<file path="src/source/img_pkg.sv">
`default_nettype none

package img_pkg;

    // ==========================================================
    // Sizes and widths
    // ==========================================================
    localparam int WORD_WIDTH = 16;
    localparam int HEADER_WORDS = 4;
    localparam int HEADER_WIDTH = HEADER_WORDS * WORD_WIDTH;
    localparam int HDR_COUNT_WIDTH = $clog2(HEADER_WORDS);
    localparam int PIXEL_WIDTH = 12;

    // Top pixel bits tested for highlight and shadow
    localparam int STAT_BITS = 7;
    localparam int STAT_WIDTH = 18;

    localparam int BUFFER_WORDS = 1024;
    localparam int ADDR_WIDTH = 10;
    // One bit wider than the address so a full buffer can be counted
    localparam int COUNT_WIDTH = 11;

    // ==========================================================
    // State encodings
    // ==========================================================
    typedef enum logic [2:0] {
        CAP_IDLE,
        CAP_HEADER,
        CAP_WAIT_INVALID,
        CAP_WAIT_START,
        CAP_FRAME,
        CAP_SUM_LOW,
        CAP_SUM_HIGH
    } capture_state_t;

    typedef enum logic [1:0] {
        CTRL_IDLE,
        CTRL_CAPTURE,
        CTRL_READOUT
    } ctrl_state_t;

endpackage

`default_nettype wire

</file>
<file path="src/source/capture_control.sv">
`timescale 1ns/1ns
`default_nettype none

module capture_control import img_pkg::*; (
    input  logic clk,
    input  logic reset,
    input  logic cmd_capture,
    input  logic cmd_readout,
    input  logic capture_finished,
    input  logic readout_finished,
    output logic capture_start,
    output logic readout_begin,
    output logic capture_done,
    output logic readout_done,
    output logic busy
);

    ctrl_state_t state;

    assign busy = (state != CTRL_IDLE);

    // ==========================================================
    // Command FSM
    // ==========================================================
    always_ff @(posedge clk) begin
        if (reset) begin
            state <= CTRL_IDLE;
            capture_start <= 1'b0;
            readout_begin <= 1'b0;
            capture_done <= 1'b0;
            readout_done <= 1'b0;
        end else begin
            capture_start <= 1'b0;
            readout_begin <= 1'b0;
            capture_done <= 1'b0;
            readout_done <= 1'b0;
            case (state)
                CTRL_IDLE: begin
                    // Capture has priority over readout
                    if (cmd_capture) begin
                        capture_start <= 1'b1;
                        state <= CTRL_CAPTURE;
                    end else if (cmd_readout) begin
                        readout_begin <= 1'b1;
                        state <= CTRL_READOUT;
                    end
                end
                CTRL_CAPTURE: begin
                    // Commands are dropped until the capture completes
                    if (capture_finished) begin
                        capture_done <= 1'b1;
                        state <= CTRL_IDLE;
                    end
                end
                CTRL_READOUT: begin
                    if (readout_finished) begin
                        readout_done <= 1'b1;
                        state <= CTRL_IDLE;
                    end
                end
                default: state <= CTRL_IDLE;
            endcase
        end
    end

endmodule

`default_nettype wire

</file>
<file path="config.mk">
export PLATFORM = sky130hd
export DESIGN_NAME = capture_control
export DESIGN_NICKNAME = d
export VERILOG_FILES = /design/src/source/img_pkg.sv /design/src/source/capture_control.sv
export SDC_FILE = /design/constraint.sdc
export NUM_CORES = 1
export LEC_CHECK = 0
export ABC_AREA = 0
export BUFFER_PORTS_ARGS = -buffer_cell sky130_fd_sc_hd__buf_2
export CAP_MARGIN = 20
export CORE_AREA = 2 2 39 41
export DETAILED_ROUTE_END_ITERATION = 10
export DIE_AREA = 0 0 41 43
export SYNTH_ARGS = -nofsm -noshare
export SYNTH_HDL_FRONTEND = slang
export SYNTH_SLANG_ARGS = --single-unit
</file>
<file path="constraint.sdc">
create_clock -name clk -period 1.7 [get_ports clk]
set_clock_uncertainty 0.1 [all_clocks]
set_input_delay 0.17 -clock clk [delete_from_list [all_inputs] [get_ports clk]]
set_output_delay 0.17 -clock clk [all_outputs]
set_load 0.005 [all_outputs]
</file>
# Word-level counts from Yosys, hierarchy flattened
# Index checks and enable logic that the tools add are counted.
# totals
elab_cells	29
ff_bits	6
out_inout_bits	5
# classes
n_eq_ne	5
n_mux	9
n_reduce_logical	7
n_bitwise	3
# ops
op	n
$mux W2	4
$pmux W2 S3	1
$reduce_or A2 Y1	3
$mux W1	4
$ne A2 B2 Y1 const B	2
$ne A3 B3 Y1 const B	1
$not A1 Y1	3
$reduce_and A3 Y1	1
$reduce_or A3 Y1	1
$eq A2 B1 Y1 const B	1
$eq A2 B2 Y1 const B	1
$logic_not A2 Y1	1
$reduce_bool A2 Y1	1

# Depth between registers and ports, before layout
# Gate-level depths: netlist of run 1.
# depth
word_depth	3
mapped_depth	2
ltp_nobuf	2

# Worst setup path after synthesis of run 1
# OpenSTA, ideal clock, no wires.
# synth_path
path_kind	flip-flop to flip-flop
start	register state[1]
end	register state[1]
t_arrival_ns	0.890
setup_slack_ns	0.631
path_buffers	0
stages_incl_launch_ff	3
synth_period_minus_slack_ns	1.069
setup_time_ns	0.079
path_cell_list	dfxtp_1 or3b_1 a211oi_2
# synth_via
elab_chain_len	3
word_cells_on_any_way	8
cone_classes	5 x eq/ne; 1 x mux; 2 x reduce/logical
# synth_lines
element	line_no	text
start: declaration	capture_control.sv:18	ctrl_state_t state;
start signal: assignment	capture_control.sv:27	state <= CTRL_IDLE;
start signal: assignment	capture_control.sv:42	state <= CTRL_CAPTURE;
start signal: assignment	capture_control.sv:45	state <= CTRL_READOUT;
$eq A2 B2 Y1 (tied with other cells)	capture_control.sv:37	case (state)
$ne A2 B2 Y1 (no source line) / $ne A3 B3 Y1 (equally long branches)	-	
$reduce_and A3 Y1 (no source line)	-	
# Parallel ways exist; a longest one is shown, timed or not.
# A chain may end at the register's enable or synchronous reset.

# Worst setup path after layout of run 1
# layout_path
start	register state[0]
end	output port busy
# layout_via
elab_chain_len	1
# layout_lines
element	line_no	text
$reduce_bool A2 Y1	capture_control.sv:20	assign busy = (state != CTRL_IDLE);
end: declaration	capture_control.sv:15	output logic busy
# No other way between the ends.

==> results.md, run 1 <==
- The run finished with clean final reports.
- The required time at the endpoint of the critical path is about 1400 ps.
- For this run, the total global-route usage over all layers was measured as 0.06942.
- The multi-input logic area is 88.84 sq um.
- The leftover overflow at the end of global routing is 0.
- The largest voltage drop on the vdd net is around 210 uV.
- Measured along the x axis, the die boundary spans 41 um.
- The clock period minus worst slack is 1265 ps.
- Dividing total power by cell area gives a power density of 1031 nW/um^2.
- The share of the clock period used by the worst path after layout is 0.7440.
- The most common cell after layout, fill and taps aside is sky130_fd_sc_hd__buf_2.
- For this design, the sink count on the clock tree is 6.
- Once detail routing completed, the nets flagged for antenna violations numbered 0.
- Across all layers, the routed design uses 186 vias.
- Dividing the detail-routed wire length by the instance count gives 8.708 um.
- The switching part of the total is 0.2149.
- The clock reaches the later pin of the worst-skew pair after approximately 240 ps.
- The final setup TNS is 0 ps.
- The number of gates resized after CTS was 0.
- The total power after layout is roughly 0.31 mW.
- In this run the number of H-tree levels came out at 1.
- The core area is 1384 sq um.
- Synthesis inferred 6 register bits.
- Setup repair after global routing left no endpoint under its margin.
- The max-capacitance violation count is 0.
- The endpoint arrival time on the critical path is roughly 990 ps.
- The wire length of the first global-routing pass is about 700 um.
- TritonCTS built the clock tree.
- The kind of end point of the critical path is an output pin.
- The initial antenna violation count is 0.
- The residual DRC count is 0.
- The count of mapped cells out of synthesis is 19.
- Counting the buffers created by CTS gives 3.
- Setup slack on the critical path of the routed design comes to 435.3 ps.
- The number of hold buffers added after CTS was 0.
- The filler cells instantiated in the layout total 158.
- The min-delay analysis places its worst path in the category input port to flip-flop.
- The Yosys step of the flow raised 0 warnings.
- The first detailed-routing pass took 2 iterations.
- Static timing analysis puts the maximum clock frequency at 790.7 MHz.
- The clock-pin slew of the registers on the worst-case setup and hold paths is 40 ps.
- At the end of routability-driven placement, the weighted congestion stood at 0.7704.
- The initial standard-cell utilization of the core is 0.1510.
- In this run, the number of DRC markers left after iteration 0 of detailed routing was 4.
- The die height is approximately 43 um.
- 11 I/O pins were placed.
- Entering global routing, the biggest net connects 7 pins.
- The top fanout value on the critical path is 6.
- 0 antenna diodes ended up in the layout.
- In the final layout, the share of cells above drive strength 1 is 0.4375.
- In the routed layout, each cell is associated on average with a via count of a little under 4.
- The clock network power share is 0.412.
- Of the total power, combinational logic draws 0.094.
- The floorplan step defined a die boundary enclosing ~1800 sq um.
- The tightest slew margin relative to the limit is 0.8303.
- The cell-internal power is ~0.24 mW.
- The count of nets after finishing is 40.
- After floorplanning, the core was divided into 14 placement rows.
- The register area share after synthesis is 0.5749.
- The startpoint-to-endpoint class of the critical path is flip-flop to output pin.
- At the pin with the least slew margin, the transition time is approximately 250 ps.
- The number of buffers added for setup after CTS is 0.
- The number of different library cells used by synthesis comes to 11.
- Counting every net in the synthesized netlist gives 25.
- The number of hold-slack violations in the final timing report came to 0.
- The final worst hold slack is 31.18 ps.
- The top cell types in the final layout, fill and taps aside, are sky130_fd_sc_hd__buf_2, sky130_fd_sc_hd__dfxtp_1, sky130_fd_sc_hd__clkbuf_4.
- The count of final setup violators is 0.
- Relative to the synthesized area, the layout overhead comes to 44.31%.
- The number of global-route vias before repair was roughly 170.
- The sequential share of power is 0.493.
- The number of buffers on the longest clock path is 2.
- The routed wire length is 418 um.
- The count of buffers added on input and output ports is 10.
- The number of slew-limit violations in the final report came to 0.
- For this design the total switching power over the nets is between 0.06 and 0.07 mW.
- In this run the cell area of the synthesized design comes to 209.0 sq um.
- Across the whole layout, storage elements account for between 100 and 150 sq um.
- The leakage power total is between 0.1 and 0.15 nW.
- The average cell area after synthesis is 11.00 sq um.
- Prior to clock tree synthesis, the placed netlist has a worst setup slack of approximately 580 ps.
- CTS placed an instance of sky130_fd_sc_hd__clkbuf_4 at the clock tree root.
- The worst setup path is launched from a flip-flop.
worst max-delay path: stages, from the launching register on:
cell and delay, ps:
sky130_fd_sc_hd__dfxtp_1 350, sky130_fd_sc_hd__or2_1 270, sky130_fd_sc_hd__buf_2 130
cell type report:
class                      instances  share of cell area
sequential                         6              0.3983
multi-input combinational         13              0.2946
timing repair buffer              10              0.1660
clock buffer                       3             0.07469
tap                               16             0.06639
cells by family (layout without fill, tap and decap cells):
family / after synthesis / in the layout / synth area share
simple gates: 11 / 11 / 0.3294
compound gates: 2 / 2 / 0.09581
buf+inv: 0 / 13 / 0
flops: 6 / 6 / 0.5749
per-layer routing:
metal,track usage,up-vias,part of all wire
li1,-,94,-
met1,0.06796,83,0.42
met2,0.07500,9,0.45
met3,0.07853,0,0.12
met4,0.06000,0,0
met5,0,-,0
through the flow:
| step | std cells | util | instance area [sq um] |
|---|---|---|---|
| finish | 48 | 0.2179 | 301.5 |
| global placement | 45 | 0.2016 | 279.0 |
| global route | 48 | 0.2179 | 301.5 |
| CTS | 48 | 0.2179 | 301.5 |
| detailed placement | 45 | 0.2016 | 279.0 |
| floorplan | 19 | - | 209.0 |
Yosys cell counts (all sizes together):
master,number,area [sq um]
or2,1,6.260
nor3,2,10.01
nand2b,2,12.51
or3b,1,8.760
nor4b,1,8.760
or2b,1,7.510
dfxtp,6,120.1
nor3b,1,7.510
nand2,2,7.510
a211oi,2,20.02
power by group through the flow:
stage          Combinational [mW]  Sequential [mW]  Clock [mW]
6_report                   0.0294            0.153       0.128
5_1_grt                    0.0341            0.154       0.150
4_1_cts                    0.0301            0.153       0.136
3_5_place_dp               0.0296            0.156           0
3_3_place_gp               0.0300            0.156           0
2_1_floorplan              0.0131            0.156           0
path summary, 6_finish.rpt:
| kind | startpoint | to | slack, ps | cells after the start |
|---|---|---|---|---|
| hold reg to reg | state[1] | readout_done | 390 | 2 |
| setup / recovery | state[0] | busy | 440 | 2 |
| hold / removal | cmd_capture | readout_begin | 30 | 2 |
| setup reg to reg | state[1] | state[1] | 560 | 2 |
state kept, by name (all words and copies together), names as in the netlist:
| register | flops |
|---|---|
| state | 2 |
| capture_done | 1 |
| capture_start | 1 |
| readout_begin | 1 |
| readout_done | 1 |
(Power assumes the default switching activity.)
==> inputs of run 2 (changes only) <==
- ABC_AREA: 0 -> 1
- clock period: 1.7 -> 1.3 ns (I/O delays scaled with it)
==> run 2 against run 1 <==
Worst hold slack gained 7.2 ps; critical path depth grew 1; synthesized area grew 22%; clock power grew 40%; setup slack lost 320 ps; sequential share of layout area shrank 6.1 points; synthesized cell count grew 68%; final area grew 18%; die area is the same; final cell count grew 29%; register-to-register slack lost 280 ps.
==> results.md, run 2 <==
- The required time at the endpoint of the critical path is 1070 ps (-360 ps).
- The register area share after synthesis was 0.4729 (-0.1019).
- The endpoint arrival time on the critical path is 950 ps (-40 ps).
- The area enclosed by the die boundary came to 1763 sq um (unchanged).
- Setup repair after global routing left no endpoint under its margin.
- In the post-synthesis netlist, the cell with the most instances is sky130_fd_sc_hd__inv_1.
- The library cell used most frequently in the layout, excluding fill and tap cells, is sky130_fd_sc_hd__buf_2.
- The number of buffers inserted during clock tree synthesis is 3 (unchanged).
- The total global-route track usage is 0.07415 (+0.004732).
- The peak per-stage delay on the critical path was 350 ps (about the same).
- Traced cell by cell, the critical path runs through nor2_2 > inv_1 > buf_2.
- The sequential cell area is 120.1 sq um (unchanged).
- The clock-pin slew of the registers on the worst-case setup and hold paths was 50 ps (about the same).
- The setup path with the least slack is of type flip-flop to output pin.
- The first-iteration detailed-routing DRC count is 1 (-3).
- In the synthesized netlist the dominant register cell turns out to be sky130_fd_sc_hd__dfxtp_1.
- The number of gates given a new drive strength after cts is 0 (unchanged).
- TritonCTS built the clock tree.
- The pin count of the biggest net entering global routing came to 6 (-1).
- The remaining number of nets flagged by the antenna check after routing is 0 (unchanged).
- The count of nets after finishing is 54 (+35%).
- The final setup TNS came to 0 ps (unchanged).
- The number of global-route vias before repair was 217 (+27%).
- The transition time at the pin with the least slew margin was 204.9 ps (-46.15 ps).
- The count of buffers from port buffering came to 10 (unchanged).
- The leftover overflow at the end of global routing is 0 (unchanged).
- The multi-input logic area is 103.9 sq um (+17%).
- The maximum clock rate is 846.1 MHz.
- By area the synthesized netlist is led by sky130_fd_sc_hd__dfxtp_1, sky130_fd_sc_hd__nand3_2, sky130_fd_sc_hd__inv_1.
- The number of enable-type register cells in the synthesized netlist is 0 (unchanged).
- The tree is rooted in a sky130_fd_sc_hd__clkbuf_4.
- The number of slew-limit violations in the final report came to 0 (unchanged).
- The leakage power total is 0.1996 nW (+51%).
- The count of mapped cells out of synthesis came to 32 (+13).
- The post-place instance area is 324.1 sq um (+16%).
- The final routed wire length divided by cell count was 8.290 um (-4.8%).
- The count of antenna diodes in the layout is 0 (unchanged).
- The die height is 43 um (unchanged).
- Leaving out fill and tap cells, the most frequent cells in the layout are sky130_fd_sc_hd__buf_2, sky130_fd_sc_hd__inv_1, sky130_fd_sc_hd__dfxtp_1, sky130_fd_sc_hd__nand2_1.
- The clock net sink count is 6 (unchanged).
- The kind of start point of the critical path is a flip-flop.
- By count the netlist is led by sky130_fd_sc_hd__inv_1, sky130_fd_sc_hd__dfxtp_1, sky130_fd_sc_hd__nand2_1, sky130_fd_sc_hd__nand3_2, sky130_fd_sc_hd__nor2_1.
- From synthesis to final layout, the design area changed by 40.39%.
- The H-tree depth is 1 (unchanged).
- In the finished design, the share of the clock period the worst path needs comes to 0.9091.
- The top fanout value on the critical path was 4 (-2).
- The synthesized netlist net count is 38 (+52%).
- The routability congestion estimate was 0.7131 (-7.4%).
- The flip-flop count of the largest register, all copies and words added is 2 (unchanged).
- The kind of end point of the critical path is an output pin.
- The number of fillers in the final layout is 159 (+0.63%).
- The vias after detailed routing came to 231 (+24%).
- The routed wire length came to 514 um (+23%).
- The number of hold-slack violations in the final timing report was 0 (unchanged).
- The later-pin clock latency in the skew report was 250 ps (about the same).
- The worst path needs 1182 ps of the cycle, external delays included.
- sky130_fd_sc_hd__dfxtp_1 takes more of the synthesized area than any other cell.
- The core area is 1384 sq um (unchanged).
- The netlist area before placement came to 254.0 sq um (+22%).
- The worst hold path belongs to the class input port to flip-flop.
- The residual DRC count is 0 (unchanged).
- The number of buffers added to fix hold violations after cts came to 1 (+1).
- The per-cell via count in the routed design is 3.726 (-3.9%).
- The finished layout cell area is 356.6 sq um (+18%).
- The wire length of the first global-routing pass is 848 um (+21%).
- The largest voltage drop on the vdd net was 235.1 uV (+13%).
- The count of pins on the block boundary is 11 (unchanged).
- The top register by number of flip-flops is state.
- The first-pass detailed-route iteration total is 2 (unchanged).
- The average cell area after synthesis is 7.937 sq um (-28%).
- The count of standard-cell rows is 14 (unchanged).
- The unique cell type count in the Yosys netlist is 10 (-1).
- The share of async-settable or async-resettable flops after synthesis came to 0 (unchanged).
- The width of the die came to 41 um (unchanged).
- The power density over the cells is 1324 nW/um^2 (+28%).
- The total of warnings raised by yosys is 0 (unchanged).
- On the critical path, the stage with the largest delay is an instance of sky130_fd_sc_hd__dfxtp_1.
- The share of layout cells above drive strength 1 is 0.4348 (-0.002717).
- The flow ran to the end, and the final reports show no timing, DRC or antenna violations.
- The number of buffers added for setup after CTS is 0 (unchanged).
- The initial antenna violation count is 0 (unchanged).
- The count of final setup violators is 0 (unchanged).
- The tightest slew margin relative to the limit is 0.8622 (+0.03187).
- The max-capacitance violation count was 0 (unchanged).
- The number of buffers on the longest clock path was 2 (unchanged).
- The initial standard-cell utilization of the core is 0.1835 (+0.03255).
- The post-synthesis sequential element count is 6 (unchanged).
- The area share of the leading cell type in the synthesized netlist was 0.4729 (-0.1019).
[run 2: changes by cell type after synthesis, moves of 2 or more]
cell                       previous run  this run
sky130_fd_sc_hd__nor3_1               2         0
sky130_fd_sc_hd__nor2_1               0         4
sky130_fd_sc_hd__nand3_2              0         4
sky130_fd_sc_hd__nand2_1              2         5
sky130_fd_sc_hd__nand2b_1             2         0
sky130_fd_sc_hd__inv_1                0         7
sky130_fd_sc_hd__nor4_1               0         2
[run 2: stage by stage]
step / utilization / setup slack (ps) / power [mW] / cells / hold slack, ps
final: 0.2577 / 118.1 / 0.4720 / 62 / 38.38
after global routing: 0.2577 / 58.30 / 0.5024 / 62 / 59.47
after CTS: 0.2577 / 105.4 / 0.4797 / 62 / 34.26
after detailed placement: 0.2342 / 280.4 / 0.2939 / 58 / 259.8
after global placement: 0.2342 / 286.5 / 0.2928 / 58 / 263.6
after floorplan: - / 351.3 / 0.2641 / 32 / 99.07
[run 2: logic make-up (layout without fill, tap and decap cells)]
| family | Yosys count | in the layout | synth area share |
|---|---|---|---|
| DFF | 6 | 6 | 0.4729 |
| and+or+nand+nor | 17 | 17 | 0.3892 |
| buffers and inverters | 8 | 22 | 0.1182 |
| AOI/OAI and AO/OA | 1 | 1 | 0.01969 |
[run 2: final cells by class]
type	count	share of cell area
Sequential cell	6	0.3368
Multi-Input combinational cell	18	0.2912
Timing Repair Buffer	11	0.1684
Inverter	8	0.08421
Clock buffer	3	0.06316
Tap cell	16	0.05614
[run 2: critical path: cells and delay by family, from the launching register on]
kind,cells,cell delay (ps)
AND/OR/NAND/NOR,1,180
buffers and inverters,2,170
flip-flops,1,350
[run 2: power breakdown]
| group | switching (mW) | total, mW | internal, mW | leakage, nW |
|---|---|---|---|---|
| clock | 0.0745 | 0.179 | 0.105 | 0.0138 |
| combinational | 0.0464 | 0.0837 | 0.0372 | 0.137 |
| sequential | 0.0110 | 0.209 | 0.198 | 0.0492 |
[run 2: routing by layer]
| metal | vias to the layer above | part of all wire | track usage |
|---|---|---|---|
| li1 | 126 | - | - |
| met5 | - | 0 | 0 |
| met1 | 96 | 0.34 | 0.07029 |
| met3 | 2 | 0.053 | 0.005236 |
| met4 | 0 | 0.047 | 0.08000 |
| met2 | 7 | 0.55 | 0.1219 |
[run 2: path summary, 6_finish.rpt]
kind / depth (start not counted) / slack [ps] / to / from
worst max register to register: 6 / 280 / state[1] / state[1]
worst max-delay path: 3 / 120 / busy / state[1]
worst min register to register: 1 / 410 / readout_done / state[0]
worst min-delay path: 3 / 40 / readout_begin / cmd_readout
==> inputs of run 3 (changes only) <==
- clock period: 1.3 -> 1.4 ns (I/O delays scaled with it)
==> run 3 against run 2 <==
Global-route usage fell by 0.29 points; highest routed layer is now met3; largest cell class unchanged; setup slack improved by 77 ps; sequential share of layout area rose by 0.97 points; worst hold slack got worse by 20 ps; sequential power fell by 7%.
==> results.md, run 3 (synthesis gave the netlist of run 2 again) <==
- The routability congestion estimate is 0.7345 (+3.0%).
- The number of buffers added to fix hold violations after cts came to 0 (-1).
- Setup repair after global routing left no endpoint under its margin.
- The residual DRC count is 0 (unchanged).
- The startpoint of the most critical register-to-register path is state[1].
- The clock net sink count is 6 (unchanged).
- The top fanout value on the critical path is 4 (unchanged).
- The path class of the tightest hold or removal check is input port to flip-flop.
- The kind of start point of the critical path is a flip-flop.
- The worst setup path is captured at an output pin.
- The first-pass detailed-route iteration total is 4 (+2).
- Timing would allow up to around 830 MHz.
- The number of fillers in the final layout is 160 (+0.63%).
- The vias after detailed routing came to 235 (+1.7%).
- The final cell utilization of the core was 0.2505 (-0.007233).
- The per-cell via count in the routed design is 3.852 (+3.4%).
- The initial standard-cell utilization of the core was 0.1835 (unchanged).
- The number of buffers inserted during clock tree synthesis came to 3 (unchanged).
- The worst hold path cell count was 2 (-1).
- TritonCTS built the clock tree.
- Tracing the worst setup path back leads to its startpoint at state[1].
- The die height is 43 um (unchanged).
- The post-place instance area is 324.1 sq um (unchanged).
- The clock period minus worst slack is between 1000 and 1500 ps.
- The largest voltage drop on the vdd net is 263.2 uV (+12%).
- The wire length of the first global-routing pass is 834 um (-1.7%).
- The tightest slew margin relative to the limit came to 0.8404 (-0.02175).
- The total global-route track usage is 0.07121 (-0.002935).
- The count of buffers from port buffering is 10 (unchanged).
- The count of nets after finishing is 53 (-1.9%).
- The routed wire length came to 470 um (-8.6%).
- The number of gates given a new drive strength after cts is 0 (unchanged).
- The final routed wire length divided by cell count is 7.705 um (-7.1%).
- The number of buffers on the longest clock path is 2 (unchanged).
- The required time at the endpoint of the critical path came to 1160 ps (+90 ps).
- The leakage power total came to 0.1954 nW (-2.1%).
- Leaving out fill and tap cells, the most frequent cells in the layout are sky130_fd_sc_hd__buf_2, sky130_fd_sc_hd__inv_1, sky130_fd_sc_hd__dfxtp_1, sky130_fd_sc_hd__nand2_1.
- The buffer cell driving the clock tree root is sky130_fd_sc_hd__clkbuf_4.
- The flip-flop count of the largest register, all copies and words added is 2 (unchanged).
- Relative to the synthesized area, the layout overhead comes to 36.45%.
- The least setup slack across all paths after layout is 195.1 ps (+77.01 ps).
- The count of pins on the block boundary is 11 (unchanged).
- The width of the die is 41 um (unchanged).
- The area enclosed by the die boundary is 1763 sq um (unchanged).
- The share of layout cells above drive strength 1 is 0.4444 (+0.009662).
- The pin count of the biggest net entering global routing was 6 (unchanged).
- The count of final setup violators is 0 (unchanged).
- The max-capacitance violation count is 0 (unchanged).
- The transition time at the pin with the least slew margin is 237.2 ps (+32.33 ps).
- The core area is 1384 sq um (unchanged).
- The final setup TNS is 0 ps (unchanged).
- The power density over the cells is 1227 nW/um^2 (-7.3%).
- The setup slack after placement came to 372.4 ps (+91.98 ps).
- The clock-pin slew of the registers on the worst-case setup and hold paths is 40 ps (about the same).
- The final instance count without filler cells came to 61 (-1.6%).
- The remaining number of nets flagged by the antenna check after routing is 0 (unchanged).
- The number of slew-limit violations in the final report was 0 (unchanged).
- The share of the clock period used by the worst path after layout is 0.8606.
- The flow ran to the end, and the final reports show no timing, DRC or antenna violations.
- The number of placed instances, taps included was 58 (unchanged).
- The later-pin clock latency in the skew report came to 240 ps (about the same).
- state holds more flip-flops than any other register.
- The number of buffers added for setup after CTS is 0 (unchanged).
- The leftover overflow at the end of global routing is 0 (unchanged).
- The number of global-route vias before repair is 242 (+12%).
- The finished layout cell area is 346.6 sq um (-2.8%).
- The count of antenna diodes in the layout is 0 (unchanged).
- The first-iteration detailed-routing DRC count was 4 (+3).
- The endpoint arrival time on the critical path is 960 ps (about the same).
- The count of standard-cell rows was 14 (unchanged).
- Once detailed placement completed, the half-perimeter wirelength came to 400.9 um.
- The termination of the worst setup path is busy.
- The most common cell after layout, fill and taps aside is sky130_fd_sc_hd__buf_2.
- The H-tree depth is 1 (unchanged).
- The end of the worst register-to-register path is state[1].
- The register-to-register setup slack is 360 ps (+80 ps).
- The number of hold-slack violations in the final timing report was 0 (unchanged).
- The initial antenna violation count is 0 (unchanged).
- The number of cell instances on the worst register-to-register path is 6 (unchanged).
- The startpoint-to-endpoint class of the critical path is flip-flop to output pin.
-- run 3: cell types whose count changed in the layout (fill, tap and decap cells not counted) --
cell                            delta
sky130_fd_sc_hd__dlygate4sd3_1     -1
-- run 3: per-layer routing --
metal | vias up | wire length (um) | global-route usage
met1 | 104 | 187 | 0.07372
li1 | 126 | - | -
met5 | - | 0 | 0
met4 | 0 | 0 | 0.08000
met3 | 0 | 28 | 0
met2 | 5 | 254 | 0.1125
-- run 3: per-stage QoR --
stage,power (mW),hold slack (ps)
finish,0.4253,18.65
global route,0.4559,25.08
CTS,0.4340,10.97
detailed placement,0.2732,270.7
global placement,0.2720,274.1
floorplan,0.2452,109.1
-- run 3: area by class of cell --
cell class                 instances  area (sq um)  share of cell area
clock buffer                       3         22.52             0.06498
inverter                           8         30.03             0.08664
multi-input combinational         18         103.9              0.2996
sequential                         6         120.1              0.3466
tap                               16         20.02             0.05776
timing repair buffer              10         50.05              0.1444
-- run 3: worst min-delay path by stage --
stage	slack, ps	endpoint	from
after detailed placement	270	state[0]	reset
after global routing	30	capture_start	reset
after CTS	10	capture_start	reset
final	20	capture_start	reset
after global placement	270	state[0]	reset
after floorplan	110	state[0]	reset
-- run 3: worst max-delay path, stage by stage (launching register included) --
cell and delay, ps:
sky130_fd_sc_hd__dfxtp_1 360, sky130_fd_sc_hd__nor2_2 190, sky130_fd_sc_hd__inv_1 50, sky130_fd_sc_hd__buf_2 120
-- run 3: power breakdown --
group	internal, mW	total [mW]	leakage [nW]	switching, mW
clock network	0.0967	0.156	0.0138	0.0590
registers	0.184	0.195	0.0492	0.0110
logic	0.0327	0.0746	0.132	0.0418
total	0.313	0.425	0.195	0.112
