`src/source/img_pkg.sv`:
```
`default_nettype none

package img_pkg;

    // ==========================================================
    // Sizes and widths
    // ==========================================================
    localparam int WORD_WIDTH = 16;
    localparam int HEADER_WORDS = 4;
    localparam int HEADER_WIDTH = HEADER_WORDS * WORD_WIDTH;
    localparam int HDR_COUNT_WIDTH = $clog2(HEADER_WORDS);
    localparam int PIXEL_WIDTH = 12;

    // Top pixel bits tested for highlight and shadow
    localparam int STAT_BITS = 7;
    localparam int STAT_WIDTH = 18;

    localparam int BUFFER_WORDS = 1024;
    localparam int ADDR_WIDTH = 10;
    // One bit wider than the address so a full buffer can be counted
    localparam int COUNT_WIDTH = 11;

    // ==========================================================
    // State encodings
    // ==========================================================
    typedef enum logic [2:0] {
        CAP_IDLE,
        CAP_HEADER,
        CAP_WAIT_INVALID,
        CAP_WAIT_START,
        CAP_FRAME,
        CAP_SUM_LOW,
        CAP_SUM_HIGH
    } capture_state_t;

    typedef enum logic [1:0] {
        CTRL_IDLE,
        CTRL_CAPTURE,
        CTRL_READOUT
    } ctrl_state_t;

endpackage

`default_nettype wire

```
`src/source/fletcher_checksum.sv`:
```
`timescale 1ns/1ns
`default_nettype none

module fletcher_checksum import img_pkg::*; (
    input  logic                  clk,
    input  logic                  reset,
    input  logic                  clear,
    input  logic                  enable,
    input  logic [WORD_WIDTH-1:0] data,
    output logic [WORD_WIDTH-1:0] sum_a,
    output logic [WORD_WIDTH-1:0] sum_b
);

    logic [WORD_WIDTH-1:0] sum_a_next;
    logic [WORD_WIDTH-1:0] sum_b_next;

    // Addition modulo 65535; both operands stay below 2^16
    function automatic logic [WORD_WIDTH-1:0] add_mod(
        input logic [WORD_WIDTH-1:0] x,
        input logic [WORD_WIDTH-1:0] y
    );
        logic [WORD_WIDTH:0] s;
        s = x + y;
        if (s >= {1'b0, {WORD_WIDTH{1'b1}}}) begin
            s = s - {1'b0, {WORD_WIDTH{1'b1}}};
        end
        return s[WORD_WIDTH-1:0];
    endfunction

    always_comb begin
        sum_a_next = add_mod(sum_a, data);
        sum_b_next = add_mod(sum_b, sum_a_next);
    end

    always_ff @(posedge clk) begin
        if (reset || clear) begin
            sum_a <= '0;
            sum_b <= '0;
        end else if (enable) begin
            sum_a <= sum_a_next;
            sum_b <= sum_b_next;
        end
    end

endmodule

`default_nettype wire

```
`src/source/pixel_stats.sv`:
```
`timescale 1ns/1ns
`default_nettype none

module pixel_stats import img_pkg::*; (
    input  logic                   clk,
    input  logic                   reset,
    input  logic                   clear,
    input  logic                   active,
    input  logic                   line_valid,
    input  logic                   frame_valid,
    input  logic [PIXEL_WIDTH-1:0] pixel,
    output logic [STAT_WIDTH-1:0]  highlight_count,
    output logic [STAT_WIDTH-1:0]  shadow_count
);

    logic [1:0]             col;
    logic [1:0]             row;
    logic                   lv_prev;
    logic                   sample;
    logic [PIXEL_WIDTH-1:0] pixel_q;
    logic [STAT_BITS-1:0]   top_bits;

    assign top_bits = pixel_q[PIXEL_WIDTH-1 -: STAT_BITS];

    always_ff @(posedge clk) begin
        pixel_q <= pixel;
    end

    always_ff @(posedge clk) begin
        if (reset) begin
            col <= '0;
            row <= '0;
            lv_prev <= 1'b0;
            sample <= 1'b0;
        end else begin
            lv_prev <= line_valid;
            // Column position within a line, modulo 4
            col <= line_valid ? col + 2'd1 : 2'd0;
            // Row steps when a line ends
            if (!frame_valid) begin
                row <= '0;
            end else if (lv_prev && !line_valid) begin
                row <= row + 2'd1;
            end
            sample <= active && line_valid && (col == 2'd0) && (row == 2'd0);
        end
    end

    always_ff @(posedge clk) begin
        if (reset || clear) begin
            highlight_count <= '0;
            shadow_count <= '0;
        end else if (sample) begin
            if (&top_bits) highlight_count <= highlight_count + 1'b1;
            if (~|top_bits) shadow_count <= shadow_count + 1'b1;
        end
    end

endmodule

`default_nettype wire

```
`src/source/pixel_capture.sv`:
```
`timescale 1ns/1ns
`default_nettype none

module pixel_capture import img_pkg::*; (
    input  logic                    clk,
    input  logic                    reset,
    input  logic                    capture_start,
    input  logic [HEADER_WIDTH-1:0] header,
    input  logic [PIXEL_WIDTH-1:0]  img_d,
    input  logic                    img_fv,
    input  logic                    img_lv,
    output logic                    wr_en,
    output logic [WORD_WIDTH-1:0]   wr_data,
    output logic                    capture_finished,
    output logic [STAT_WIDTH-1:0]   highlight_count,
    output logic [STAT_WIDTH-1:0]   shadow_count
);

    capture_state_t             state;
    logic [PIXEL_WIDTH-1:0]     img_d_q;
    logic                       img_fv_q;
    logic                       img_lv_q;
    logic [HEADER_WIDTH-1:0]    header_shift;
    logic [HDR_COUNT_WIDTH-1:0] header_left;
    logic                       feed_checksum;
    logic [WORD_WIDTH-1:0]      sum_a;
    logic [WORD_WIDTH-1:0]      sum_b;
    logic [WORD_WIDTH-1:0]      sum_hold;

    function automatic logic [WORD_WIDTH-1:0] swap_bytes(input logic [WORD_WIDTH-1:0] w);
        return {w[7:0], w[15:8]};
    endfunction

    // Checksum sees every header and pixel word, little-endian
    fletcher_checksum u_checksum (
        .clk    (clk),
        .reset  (reset),
        .clear  (capture_start),
        .enable (feed_checksum),
        .data   (swap_bytes(wr_data)),
        .sum_a  (sum_a),
        .sum_b  (sum_b)
    );

    pixel_stats u_stats (
        .clk             (clk),
        .reset           (reset),
        .clear           (capture_start),
        .active          (state == CAP_FRAME),
        .line_valid      (img_lv_q),
        .frame_valid     (img_fv_q),
        .pixel           (img_d_q),
        .highlight_count (highlight_count),
        .shadow_count    (shadow_count)
    );

    // ==========================================================
    // Word datapath
    // ==========================================================
    always_ff @(posedge clk) begin
        img_d_q <= img_d;
        if (capture_start) begin
            wr_data <= header[HEADER_WIDTH-1 -: WORD_WIDTH];
            header_shift <= header << WORD_WIDTH;
        end else begin
            case (state)
                CAP_HEADER: begin
                    wr_data <= header_shift[HEADER_WIDTH-1 -: WORD_WIDTH];
                    header_shift <= header_shift << WORD_WIDTH;
                end
                // Low byte first, then the top nibble
                CAP_FRAME: wr_data <= {img_d_q[7:0], 4'b0000, img_d_q[11:8]};
                CAP_SUM_LOW: begin
                    wr_data <= swap_bytes(sum_a);
                    sum_hold <= sum_b;
                end
                CAP_SUM_HIGH: wr_data <= swap_bytes(sum_hold);
                default: ;
            endcase
        end
    end

    // ==========================================================
    // Capture FSM
    // ==========================================================
    always_ff @(posedge clk) begin
        if (reset) begin
            state <= CAP_IDLE;
            img_fv_q <= 1'b0;
            img_lv_q <= 1'b0;
            header_left <= '0;
            wr_en <= 1'b0;
            feed_checksum <= 1'b0;
            capture_finished <= 1'b0;
        end else begin
            img_fv_q <= img_fv;
            img_lv_q <= img_lv;
            wr_en <= 1'b0;
            feed_checksum <= 1'b0;
            capture_finished <= 1'b0;
            case (state)
                CAP_HEADER: begin
                    wr_en <= 1'b1;
                    feed_checksum <= 1'b1;
                    header_left <= header_left - 1'b1;
                    if (header_left == HDR_COUNT_WIDTH'(1)) state <= CAP_WAIT_INVALID;
                end
                // Frame edges taken from the raw input, one cycle ahead of the pixels
                CAP_WAIT_INVALID: if (!img_fv) state <= CAP_WAIT_START;
                CAP_WAIT_START: if (img_fv) state <= CAP_FRAME;
                CAP_FRAME: begin
                    wr_en <= img_lv_q;
                    feed_checksum <= img_lv_q;
                    if (!img_fv_q) state <= CAP_SUM_LOW;
                end
                CAP_SUM_LOW: begin
                    wr_en <= 1'b1;
                    state <= CAP_SUM_HIGH;
                end
                CAP_SUM_HIGH: begin
                    wr_en <= 1'b1;
                    capture_finished <= 1'b1;
                    state <= CAP_IDLE;
                end
                default: ;
            endcase
            if (capture_start) begin
                state <= CAP_HEADER;
                header_left <= HDR_COUNT_WIDTH'(HEADER_WORDS - 1);
                wr_en <= 1'b1;
                feed_checksum <= 1'b1;
            end
        end
    end

endmodule

`default_nettype wire

```
`config.mk`:
```
export PLATFORM = sky130hd
export DESIGN_NAME = pixel_capture
export DESIGN_NICKNAME = d
export VERILOG_FILES = /design/src/source/img_pkg.sv /design/src/source/fletcher_checksum.sv /design/src/source/pixel_stats.sv /design/src/source/pixel_capture.sv
export SDC_FILE = /design/constraint.sdc
export NUM_CORES = 1
export LEC_CHECK = 0
export BUFFER_PORTS_ARGS = -buffer_cell sky130_fd_sc_hd__buf_2
export CORE_ASPECT_RATIO = 1.5
export CORE_UTILIZATION = 40
export DETAILED_ROUTE_END_ITERATION = 8
export SLEW_MARGIN = 20
export SYNTH_ARGS = -nofsm -noshare
export SYNTH_HDL_FRONTEND = slang
export SYNTH_SLANG_ARGS = --single-unit
```
`constraint.sdc`:
```
create_clock -name clk -period 16.76 [get_ports clk]
set_input_delay 0.838 -clock clk [delete_from_list [all_inputs] [get_ports clk]]
set_output_delay 0.838 -clock clk [all_outputs]
set_load 0.01 [all_outputs]
```
# After elaboration in Yosys (flattened, before gate mapping)
# Cells that the tools add are included.
dict set report totals {
  register_bits 188
  latch_bits 0
  ram_bits 0
  rom_bits 0
  in_bits 81
  output_inout_bits 54
  memories 0
}
dict set report op_classes {
  addsub 9
  n_mul 0
  div_mod_pow 0
  n_lt_le_gt_ge 2
  n_eq_ne 15
  shifts 0
  mux 19
  bitwise 4
  n_reduce_logical 22
}
# op count
set op_table {}
lappend op_table {{64-bit 2-to-1 mux} 2}
lappend op_table {{16-bit one-hot mux with 4 select lines} 1}
lappend op_table {{16-bit 2-to-1 mux} 3}
lappend op_table {{18-bit by 1-bit adder with 18-bit output, second input constant} 2}
lappend op_table {{16-bit by 16-bit adder with 17-bit output} 2}
lappend op_table {{17-bit by 16-bit greater-or-equal comparator with 1-bit output, second input constant} 2}
lappend op_table {{16-bit subtractor, second input constant} 2}
lappend op_table {{3-bit one-hot mux with 6 select lines} 1}
lappend op_table {{3-bit 2-to-1 mux} 4}
lappend op_table {{3-bit != test, second input constant} 4}
lappend op_table {{5-bit AND reduction} 2}
lappend op_table {{3-bit == test, second input constant} 3}
lappend op_table {{2-bit != test, second input constant} 4}
lappend op_table {{8-bit AND reduction} 1}
lappend op_table {{7-bit nonzero test} 1}
lappend op_table {{7-bit OR reduction} 1}
lappend op_table {{3-bit by 2-bit == test with 1-bit output, second input constant} 2}
lappend op_table {{6-bit nonzero test} 1}
lappend op_table {{2-bit OR reduction} 3}
lappend op_table {{5-bit nonzero test} 1}
lappend op_table {{2-bit by 1-bit adder with 2-bit output, second input constant} 2}
lappend op_table {{1-bit logical AND} 4}
lappend op_table {{2-bit zero test} 2}
lappend op_table {{1-bit 2-to-1 mux} 4}
lappend op_table {{other kinds (11)} 17}

# Longest topological paths before layout
# Gate-level depths: netlist (run 1).
dict set report logic_depth {
  depth_word 6
  mapped_depth 24
}

# Modules after synthesis
# A second synthesis (run 1) with hierarchy kept.
dict set report unflattened {
  cells_unflattened 1058
  hier_area_um2 10380.0
}
# mod n_inst cells_per_inst area_each_um2 seq_area_each_um2
set modules_own_cells {}
lappend modules_own_cells {pixel_capture 1 305 4339.2 2842.7}
lappend modules_own_cells {fletcher_checksum 1 517 3910.0 640.6}
lappend modules_own_cells {pixel_stats 1 236 2130.8 980.9}

# Worst setup path after synthesis (run 1)
# Ideal clock, no wire load.
dict set report synth_path {
  path_kind {register -> register}
  start {register wr_data[8]}
  end {register u_checksum.sum_b[8]}
  setup_ns 0.132
  arrival_ns 6.114
  required_ns 16.628
  setup_slack_ns 10.514
  stages_incl_launch_ff 25
  n_path_buf 1
  synth_period_minus_slack_ns 6.246
  path_cell_list {edfxtp_1 > ha_1 > fa_1 > a21o_1 > a22o_1 > o31ai_2 > xnor2_1 > nor3b_2 > nand4b_1 > o41a_1 > buf_2 > xnor2_1 > ha_1 > inv_1 > fa_1 > nor2b_1 > o31ai_1 > and2_1 > xor2_1 > or4_1 > nor4b_2 > a41oi_2 > nor4_1 > xor2_1 > a21oi_1}
}
dict set report synth_via {
  elab_chain_len 6
  elab_cells_between_ends 8
  cone_classes {add/sub: 4; order compare: 2; mux: 2}
}
# element line_no
set synth_rtl {}
lappend synth_rtl {{start: declaration} pixel_capture.sv:13} ;# output logic [WORD_WIDTH-1:0] wr_data,
lappend synth_rtl {{start signal: assignment} pixel_capture.sv:63} ;# wr_data <= header[HEADER_WIDTH-1 -: WORD_WIDTH];
lappend synth_rtl {{start signal: assignment} pixel_capture.sv:68} ;# wr_data <= header_shift[HEADER_WIDTH-1 -: WORD_WIDTH];
lappend synth_rtl {{start signal: assignment} pixel_capture.sv:72} ;# CAP_FRAME: wr_data <= {img_d_q[7:0], 4'b0000, img_d_q[11:8]};
lappend synth_rtl {{16-bit by 16-bit adder with 17-bit output *} fletcher_checksum.sv:23} ;# s = x + y;
lappend synth_rtl {{16-bit subtractor or 17-bit by 16-bit greater-or-equal comparator with 1-bit output (tied branches)} {fletcher_checksum.sv:25, fletcher_checksum.sv:24}}
lappend synth_rtl {{16-bit 2-to-1 mux *} fletcher_checksum.sv:24} ;# if (s >= {1'b0, {WORD_WIDTH{1'b1}}}) begin
lappend synth_rtl {{named net u_checksum.sum_a_next[0]} fletcher_checksum.sv:14} ;# logic [WORD_WIDTH-1:0] sum_a_next;
lappend synth_rtl {{16-bit by 16-bit adder with 17-bit output *} fletcher_checksum.sv:23}
lappend synth_rtl {{16-bit subtractor or 17-bit by 16-bit greater-or-equal comparator with 1-bit output (tied branches)} {fletcher_checksum.sv:25, fletcher_checksum.sv:24}}
lappend synth_rtl {{16-bit 2-to-1 mux *} fletcher_checksum.sv:24}
lappend synth_rtl {{end signal: assignment} fletcher_checksum.sv:41} ;# sum_b <= sum_b_next;
lappend synth_rtl {{end: declaration} fletcher_checksum.sv:11} ;# output logic [WORD_WIDTH-1:0] sum_b
# Mark *: on every way through the listed nets, which the timed path passes. The rest lies on a longest branch.
# A chain may end at the register's enable or synchronous reset.

# Worst setup path after layout (run 1)
dict set report layout_path {
  start {register wr_data[8]}
  end {register u_checksum.sum_b[14]}
}
# Same word-level chain as after synthesis.

==> results of run 1 <==
## cell families after synthesis
family                     after synthesis  share of synthesized area (%)
xor gates and xnor gates                70                           6.36
muxes                                   54                           6.20
DFF                                    183                           46.3
adders and majority gates               41                           5.47
buffers and inverters                   74                           2.94
and+or+nand+nor                        352                           17.9
AOI/OAI and AO/OA                      229                           14.9
## state kept, by name (all words and copies together) (netlist names), 2 cells and up
name,cells
header_shift,48
u_stats.highlight_count,18
u_stats.shadow_count,18
sum_hold,16
u_checksum.sum_a,16
u_checksum.sum_b,16
wr_data,16
img_d_q,12
u_stats.pixel_q,7
state,3
header_left,2
u_stats.col,2
u_stats.row,2
## cells in the mapped netlist (all sizes together) (12+ instances only)
library cell	n
inv	29
a21oi	62
nand2	87
xnor2	31
o21a	16
and3	14
o21ai	72
clkbuf	33
nor3	25
o22ai	13
and2	24
dfxtp	103
nand3	30
nor2b	12
ha	39
xor2	39
mux2	46
edfxtp	80
nor2	99
## worst max-delay path by stage
| stage | cells after the start | slack [ps] | endpoint |
|---|---|---|---|
| finish | 22 | 9610 | u_checksum.sum_b[14]$_SDFFE_PP0P_ |
| global route | 22 | 9060 | u_checksum.sum_b[14]$_SDFFE_PP0P_ |
| CTS | 22 | 9690 | u_checksum.sum_b[14]$_SDFFE_PP0P_ |
| detailed placement | 22 | 9740 | u_checksum.sum_b[14]$_SDFFE_PP0P_ |
| global placement | 22 | 9820 | u_checksum.sum_b[14]$_SDFFE_PP0P_ |
| floorplan | 24 | 10510 | u_checksum.sum_b[8]$_SDFFE_PP0P_ |
## power by group through the flow
stage / clock [mW] / combinational, mW / sequential, mW
after floorplan: 0 / 0.170 / 0.514
after global placement: 0 / 0.233 / 0.520
after detailed placement: 0 / 0.233 / 0.520
after CTS: 0.398 / 0.235 / 0.510
after global routing: 0.413 / 0.260 / 0.512
final: 0.389 / 0.237 / 0.510
## layout make-up
class,instances,area [sq um]
inverters,30,113
clock inverters,11,81.3
clock buffers,21,483
repair buffers,142,731
fillers,2272,12500
multi-input cells,746,4920
well taps,319,399
flip-flops and latches,183,4460
diodes,1,2.50
## routing by layer
layer / GRT usage [%] / vias to the layer above
met4: 12.2 / 2
met5: 0 / -
met2: 37.9 / 215
met3: 3.73 / 57
li1: - / 3856
met1: 22.3 / 3662
## cell usage in the layout, fill, tap and decap left out, drive strengths merged, types with 36 or more instances in the layout
cell type and instances:
edfxtp 80, ha 39, a21oi 62, nor2 99, xor2 39, nand2 87
buf 142, inv 36, dfxtp 103, mux2 46, o21ai 72
## through the flow
step           cell area [sq um]  setup WS [ps]  std cells
6_report                   11200           9610       1453
4_1_cts                    11200           9690       1452
5_1_grt                    11200           9060       1452
3_5_place_dp               10600           9740       1420
3_3_place_gp               10600           9820       1420
2_1_floorplan               9650          10510       1003
==> run metrics, run 1 <==
status=finished clean; PD cells=101 nW/um^2; Ports=135; pin count of the biggest net entering global routing=78; Net Switching=0.338 mW; First-pass DRT Iterations=5; CTS tree=yes; clk root buf=clkbuf_16; clock sinks=183; Vert. Die Dim=192 microns; Setup crit end kind=register; hold-critical path depth=0; Yosys cell types=71; Power Internal=0.797 mW; final setup violating endpoints=0; Slew @ Worst Pin=972 ps; r2r setup slk=9610 ps; Die Width=129 microns; slowest stage delay, CP=680 ps; final antenna-violating net count=0; slowest cell on the critical path=o41a_1; final number of hold-violating endpoints=0; Top FF cell, synth=dfxtp_1; Remaining DRCs=0; r2r worst-path depth=22; sw frac=29.8%; Synth top area share=24.9%; DR vias/cell=5.36; post-CTS resize count=0; sequential area share after synthesis=46.3%; gp weighted congestion=0.955; DR iter-0 viols=460; layout cells sized above 1=20.7%; Worst IR Drop VDD=78.9 uV; Port Buffers=134; Vias=7792; FF+latch count, synth=183; vias in the first global route=7486; sequential power share=44.9%; syn_nets=1125; routed len/inst=17.5 microns; Gate power share=20.9%; nets=1242; Worst Path Max Fanout=17; Setup Skew=12.5 ps; top routing layer in use=met5; hold_buf cts=0; Avg Cell Area, Syn=9.62 sq um; synth top area cells=edfxtp_1 (25%), dfxtp_1 (21%), mux2_2 (5.4%); Leak=4.46 nW; Async S/R FF share, synth=0%; grt total ovfl=0; met3 wire length=1.07 mm; WHS=353 ps; WHS Endpoint=u_stats.pixel_q[10]$_DFF_P_; WP data arrival=7450 ps; Hold WC Path Type=register to register; Post-DP HPWL=19.1 mm; Metal-1 WL=10.0 mm; Setup TNS Final=0 ps; final WL=25.4 mm; # Post-CTS Setup Buffers=0; worst skew pair latency=440 ps; CP Cell Sequence=ha_1 > fa_1 > a21o_1 > a22o_1 > o31ai_2 > xnor2_1 > nor3b_2 > nand4b_1 > o41a_1 > nand3b_1 > and2_1 > ha_1 > nor2b_1 > o31ai_1 > and2_1 > xor2_1 > or4_1 > nor4b_2 > a41oi_2 > nor3b_1 > xor2_1 > a21oi_1; core area=23700 sq um; CP Launch Point=wr_data[8]$_DFFE_PP_; TritonCTS Buffers=17; final core occ=47.3%; WP data required=17060 ps; Clock transition at path regs=70 ps; die area=24800 sq um; Starting Density=40.8%; Max Clk Rate=140 MHz; Post-synth EDFFs=80; startpoint type of the worst setup path=register; Yosys warnings=0; met2 WL=13.2 mm; RSZ-0062 raised after global routing=false; Rows=69; crit path time final=7150 ps; Total Routing Usage GR=20.8%; top cell type by total area after synthesis=edfxtp_1; worst r2r src=wr_data[8]$_DFFE_PP_; final worst path period share=42.7%; H-Tree Depth=4; max_slew headroom=35.1%; Gate Count Post-Synth=1003; first-pass GRT wire length=39.0 mm; antenna violations before repair=1; Mapped Area=9650 sq um; hold path start=img_d_q[10]$_DFF_P_; Clock power frac=34.2%; reg2reg end=u_checksum.sum_b[14]$_SDFFE_PP0P_; Max Slew Vio Count=0; CTS max path bufs=2; Tot Pwr=1.14 mW; Area Overhead vs Synth=16.0%; max-cap violation count=0; delay-heaviest family, CP=simple AND/OR/NAND/NOR gates; CP Class=register to register; Buffers & Inverters on Critical Path=0
(Power assumes the default switching activity.)
==> inputs of run 2 (changes only) <==
--- a/config.mk
+++ b/config.mk
@@ -5,6 +5,7 @@
 export SDC_FILE = /design/constraint.sdc
 export NUM_CORES = 1
 export LEC_CHECK = 0
+export ABC_AREA = 1
 export BUFFER_PORTS_ARGS = -buffer_cell sky130_fd_sc_hd__buf_2
 export CORE_ASPECT_RATIO = 1.5
 export CORE_UTILIZATION = 40
==> constraint.sdc (replaced) <==
create_clock -name clk -period 6.7 [get_ports clk]
set_input_delay 0.335 -clock clk [delete_from_list [all_inputs] [get_ports clk]]
set_output_delay 0.335 -clock clk [all_outputs]
set_load 0.01 [all_outputs]
==> run metrics, run 2 <==
Yosys cell types=48; Area Overhead vs Synth=15.0%; sequential area share after synthesis=40.9%; CTS max path bufs=2; Gate Count Post-Synth=1516; Yosys warnings=0; Clock transition at path regs=70 ps; Worst Path Max Fanout=16; CP endpoint=u_checksum.sum_b[0]$_SDFFE_PP0P_; DR vias/cell=4.97; First-pass DRT Iterations=5; worst skew pair latency=440 ps; Regs by FF count=header_shift: 48 flops, u_stats.highlight_count: 18 flops, u_stats.shadow_count: 18 flops; status=finished clean; Ports=135; startpoint type of the worst setup path=register; Remaining DRCs=0; Max Slew Vio Count=0; vias in the first global route=9670; synth top area cells=edfxtp_1 (22%), dfxtp_1 (19%), nand2_1 (17%); footprint of the multi-input gates=5390 sq um; Worst IR Drop VDD=195 uV; Hold WC Path Type=input port to register; Setup Skew=13.1 ps; Avg Cell Area, Syn=7.20 sq um; Vert. Die Dim=204 microns; pin count of the biggest net entering global routing=79; Leak=6.21 nW; Storage cell area=4470 sq um; Starting Density=40.9%; Total Routing Usage GR=22.8%; Top FF cell, synth=dfxtp_1; most frequent cells in the layout=nand2_1 (485), inv_1 (230), buf_2 (134), nor2_1 (119), dfxtp_1 (102); Tot Pwr=3.16 mW; most common cell in the netlist=nand2_1; max_slew headroom=34.6%; max FFs per register=48; Max Clk Rate=169 MHz; die area=28000 sq um; slowest cell on the critical path=fa_1; max-cap violation count=0; slowest stage delay, CP=450 ps; Setup crit end kind=register; r2r worst-path depth=32; synth cell count leaders=nand2_1 (486), inv_1 (230), nor2_1 (120), dfxtp_1 (103), nand3_1 (88); PD cells=252 nW/um^2; DR iter-0 viols=477; TritonCTS Buffers=17; Post-synth EDFFs=80; post-CTS resize count=0; clock sinks=183; Post-DP HPWL=24.2 mm; core area=26700 sq um; RSZ-0062 raised after global routing=false; routed len/inst=15.3 microns; WP data required=7030 ps; FF+latch count, synth=183; layout cells sized above 1=14.7%; grt total ovfl=0; crit path time final=5910 ps; Async S/R FF share, synth=0%; antenna violations before repair=1; final setup violating endpoints=0; H-Tree Depth=4; worst r2r src=wr_data[8]$_DFFE_PP_; Vias=9930; clk root buf=clkbuf_16; Most flops, register=header_shift; first-pass GRT wire length=48.8 mm; reg2reg end=u_checksum.sum_b[0]$_SDFFE_PP0P_; CP Launch Point=wr_data[8]$_DFFE_PP_; nets=1767; Die Width=137 microns; final number of hold-violating endpoints=0; Synth top area share=22.0%; final antenna-violating net count=0; gp weighted congestion=0.933; CTS tree=yes; r2r setup slk=790 ps; number of fill cells in the layout=2744; commonest non-fill, non-tap cell in the layout=nand2_1; syn_nets=1638; top cell type by total area after synthesis=edfxtp_1; Slew @ Worst Pin=978 ps; Port Buffers=134; final worst path period share=88.2%; CP Class=register to register; Setup TNS Final=0 ps; final WL=30.6 mm; WP data arrival=6240 ps; Rows=73; Mapped Area=10900 sq um
## run 2: changes by cell type after synthesis, moves of 21 or more
cell / previous run / this run
mux2_2: 46 / 0
nand2_1: 87 / 486
inv_1: 29 / 230
nor2_1: 99 / 120
xor2_1: 39 / 17
nand4_1: 10 / 36
xnor2_1: 31 / 3
nand3_1: 30 / 88
## run 2: layout make-up
class,count,area share (%)
inverters,239,7.14
well taps,337,3.36
multi-input cells,1055,42.9
diodes,1,0.0199
repair buffers,149,6.40
clock buffers,20,3.64
clock inverters,12,0.927
flip-flops and latches,183,35.6
## run 2: kinds of logic (layout without fill, tap and decap cells)
group                      after synthesis  count (layout)  synth area share [%]
other                                    0               1                     0
and+or+nand+nor                        826             826                  33.6
adders and majority gates               41              41                  4.84
AOI/OAI and AO/OA                      167             167                  8.97
xor gates and xnor gates                21              21                  1.75
DFF                                    183             183                  40.9
buffers and inverters                  278             420                  9.93
## run 2: worst max-delay path, delay by kind of cell, from the launching register on
kind	cells	cell delay, ps
AOI/OAI and AO/OA	2	550
adders and majority gates	5	1510
xor gates and xnor gates	1	380
DFF	1	390
and+or+nand+nor	20	2670
buffers and inverters	4	270
## run 2: report_power, final
| part | total [mW] | leakage [nW] | switching, mW | internal, mW |
|---|---|---|---|---|
| Clock | 0.986 | 0.291 | 0.459 | 0.527 |
| Combinational | 0.883 | 4.27 | 0.606 | 0.277 |
| Sequential | 1.29 | 1.65 | 0.0451 | 1.25 |
## run 2: metrics by stage
step           utilization (%)  instances  area [sq um]  hold slack [ps]  setup WS [ps]
3_5_place_dp              44.6       1955         11900              360            870
4_1_cts                   47.0       1995         12500            0.449            834
5_1_grt                   47.1       1996         12600             2.30            231
2_1_floorplan                -       1516         10900              331           2020
3_3_place_gp              44.6       1955         11900              367            933
6_report                  47.1       1996         12600             9.66            788
## run 2: how the worst min path moves through the flow
stage                             startpoint                    endpoint  slack [ps]  cells past startpoint
after CTS                           img_d[0]          img_d_q[0]$_DFF_P_         0.4                      1
after floorplan           img_d_q[7]$_DFF_P_  u_stats.pixel_q[7]$_DFF_P_         330                      0
final                               img_d[3]          img_d_q[3]$_DFF_P_          10                      1
after detailed placement  img_d_q[9]$_DFF_P_  u_stats.pixel_q[9]$_DFF_P_         360                      0
after global routing                img_d[3]          img_d_q[3]$_DFF_P_           2                      1
after global placement    img_d_q[9]$_DFF_P_  u_stats.pixel_q[9]$_DFF_P_         370                      0
## run 2: repair_timing
action,in CTS,in global routing
hold endpoints to repair,8,0
buffers inserted,0,0
endpoints found under the setup margin,0,0
hold buffers,8,0
## run 2: routing by layer
layer | wire (microns) | GRT usage [%] | vias up
met2 | 15800 | 42.0 | 246
met5 | 0 | 0 | -
met3 | 1070 | 2.68 | 67
met4 | 1660 | 13.4 | 0
met1 | 12000 | 24.6 | 4491
li1 | - | - | 5126
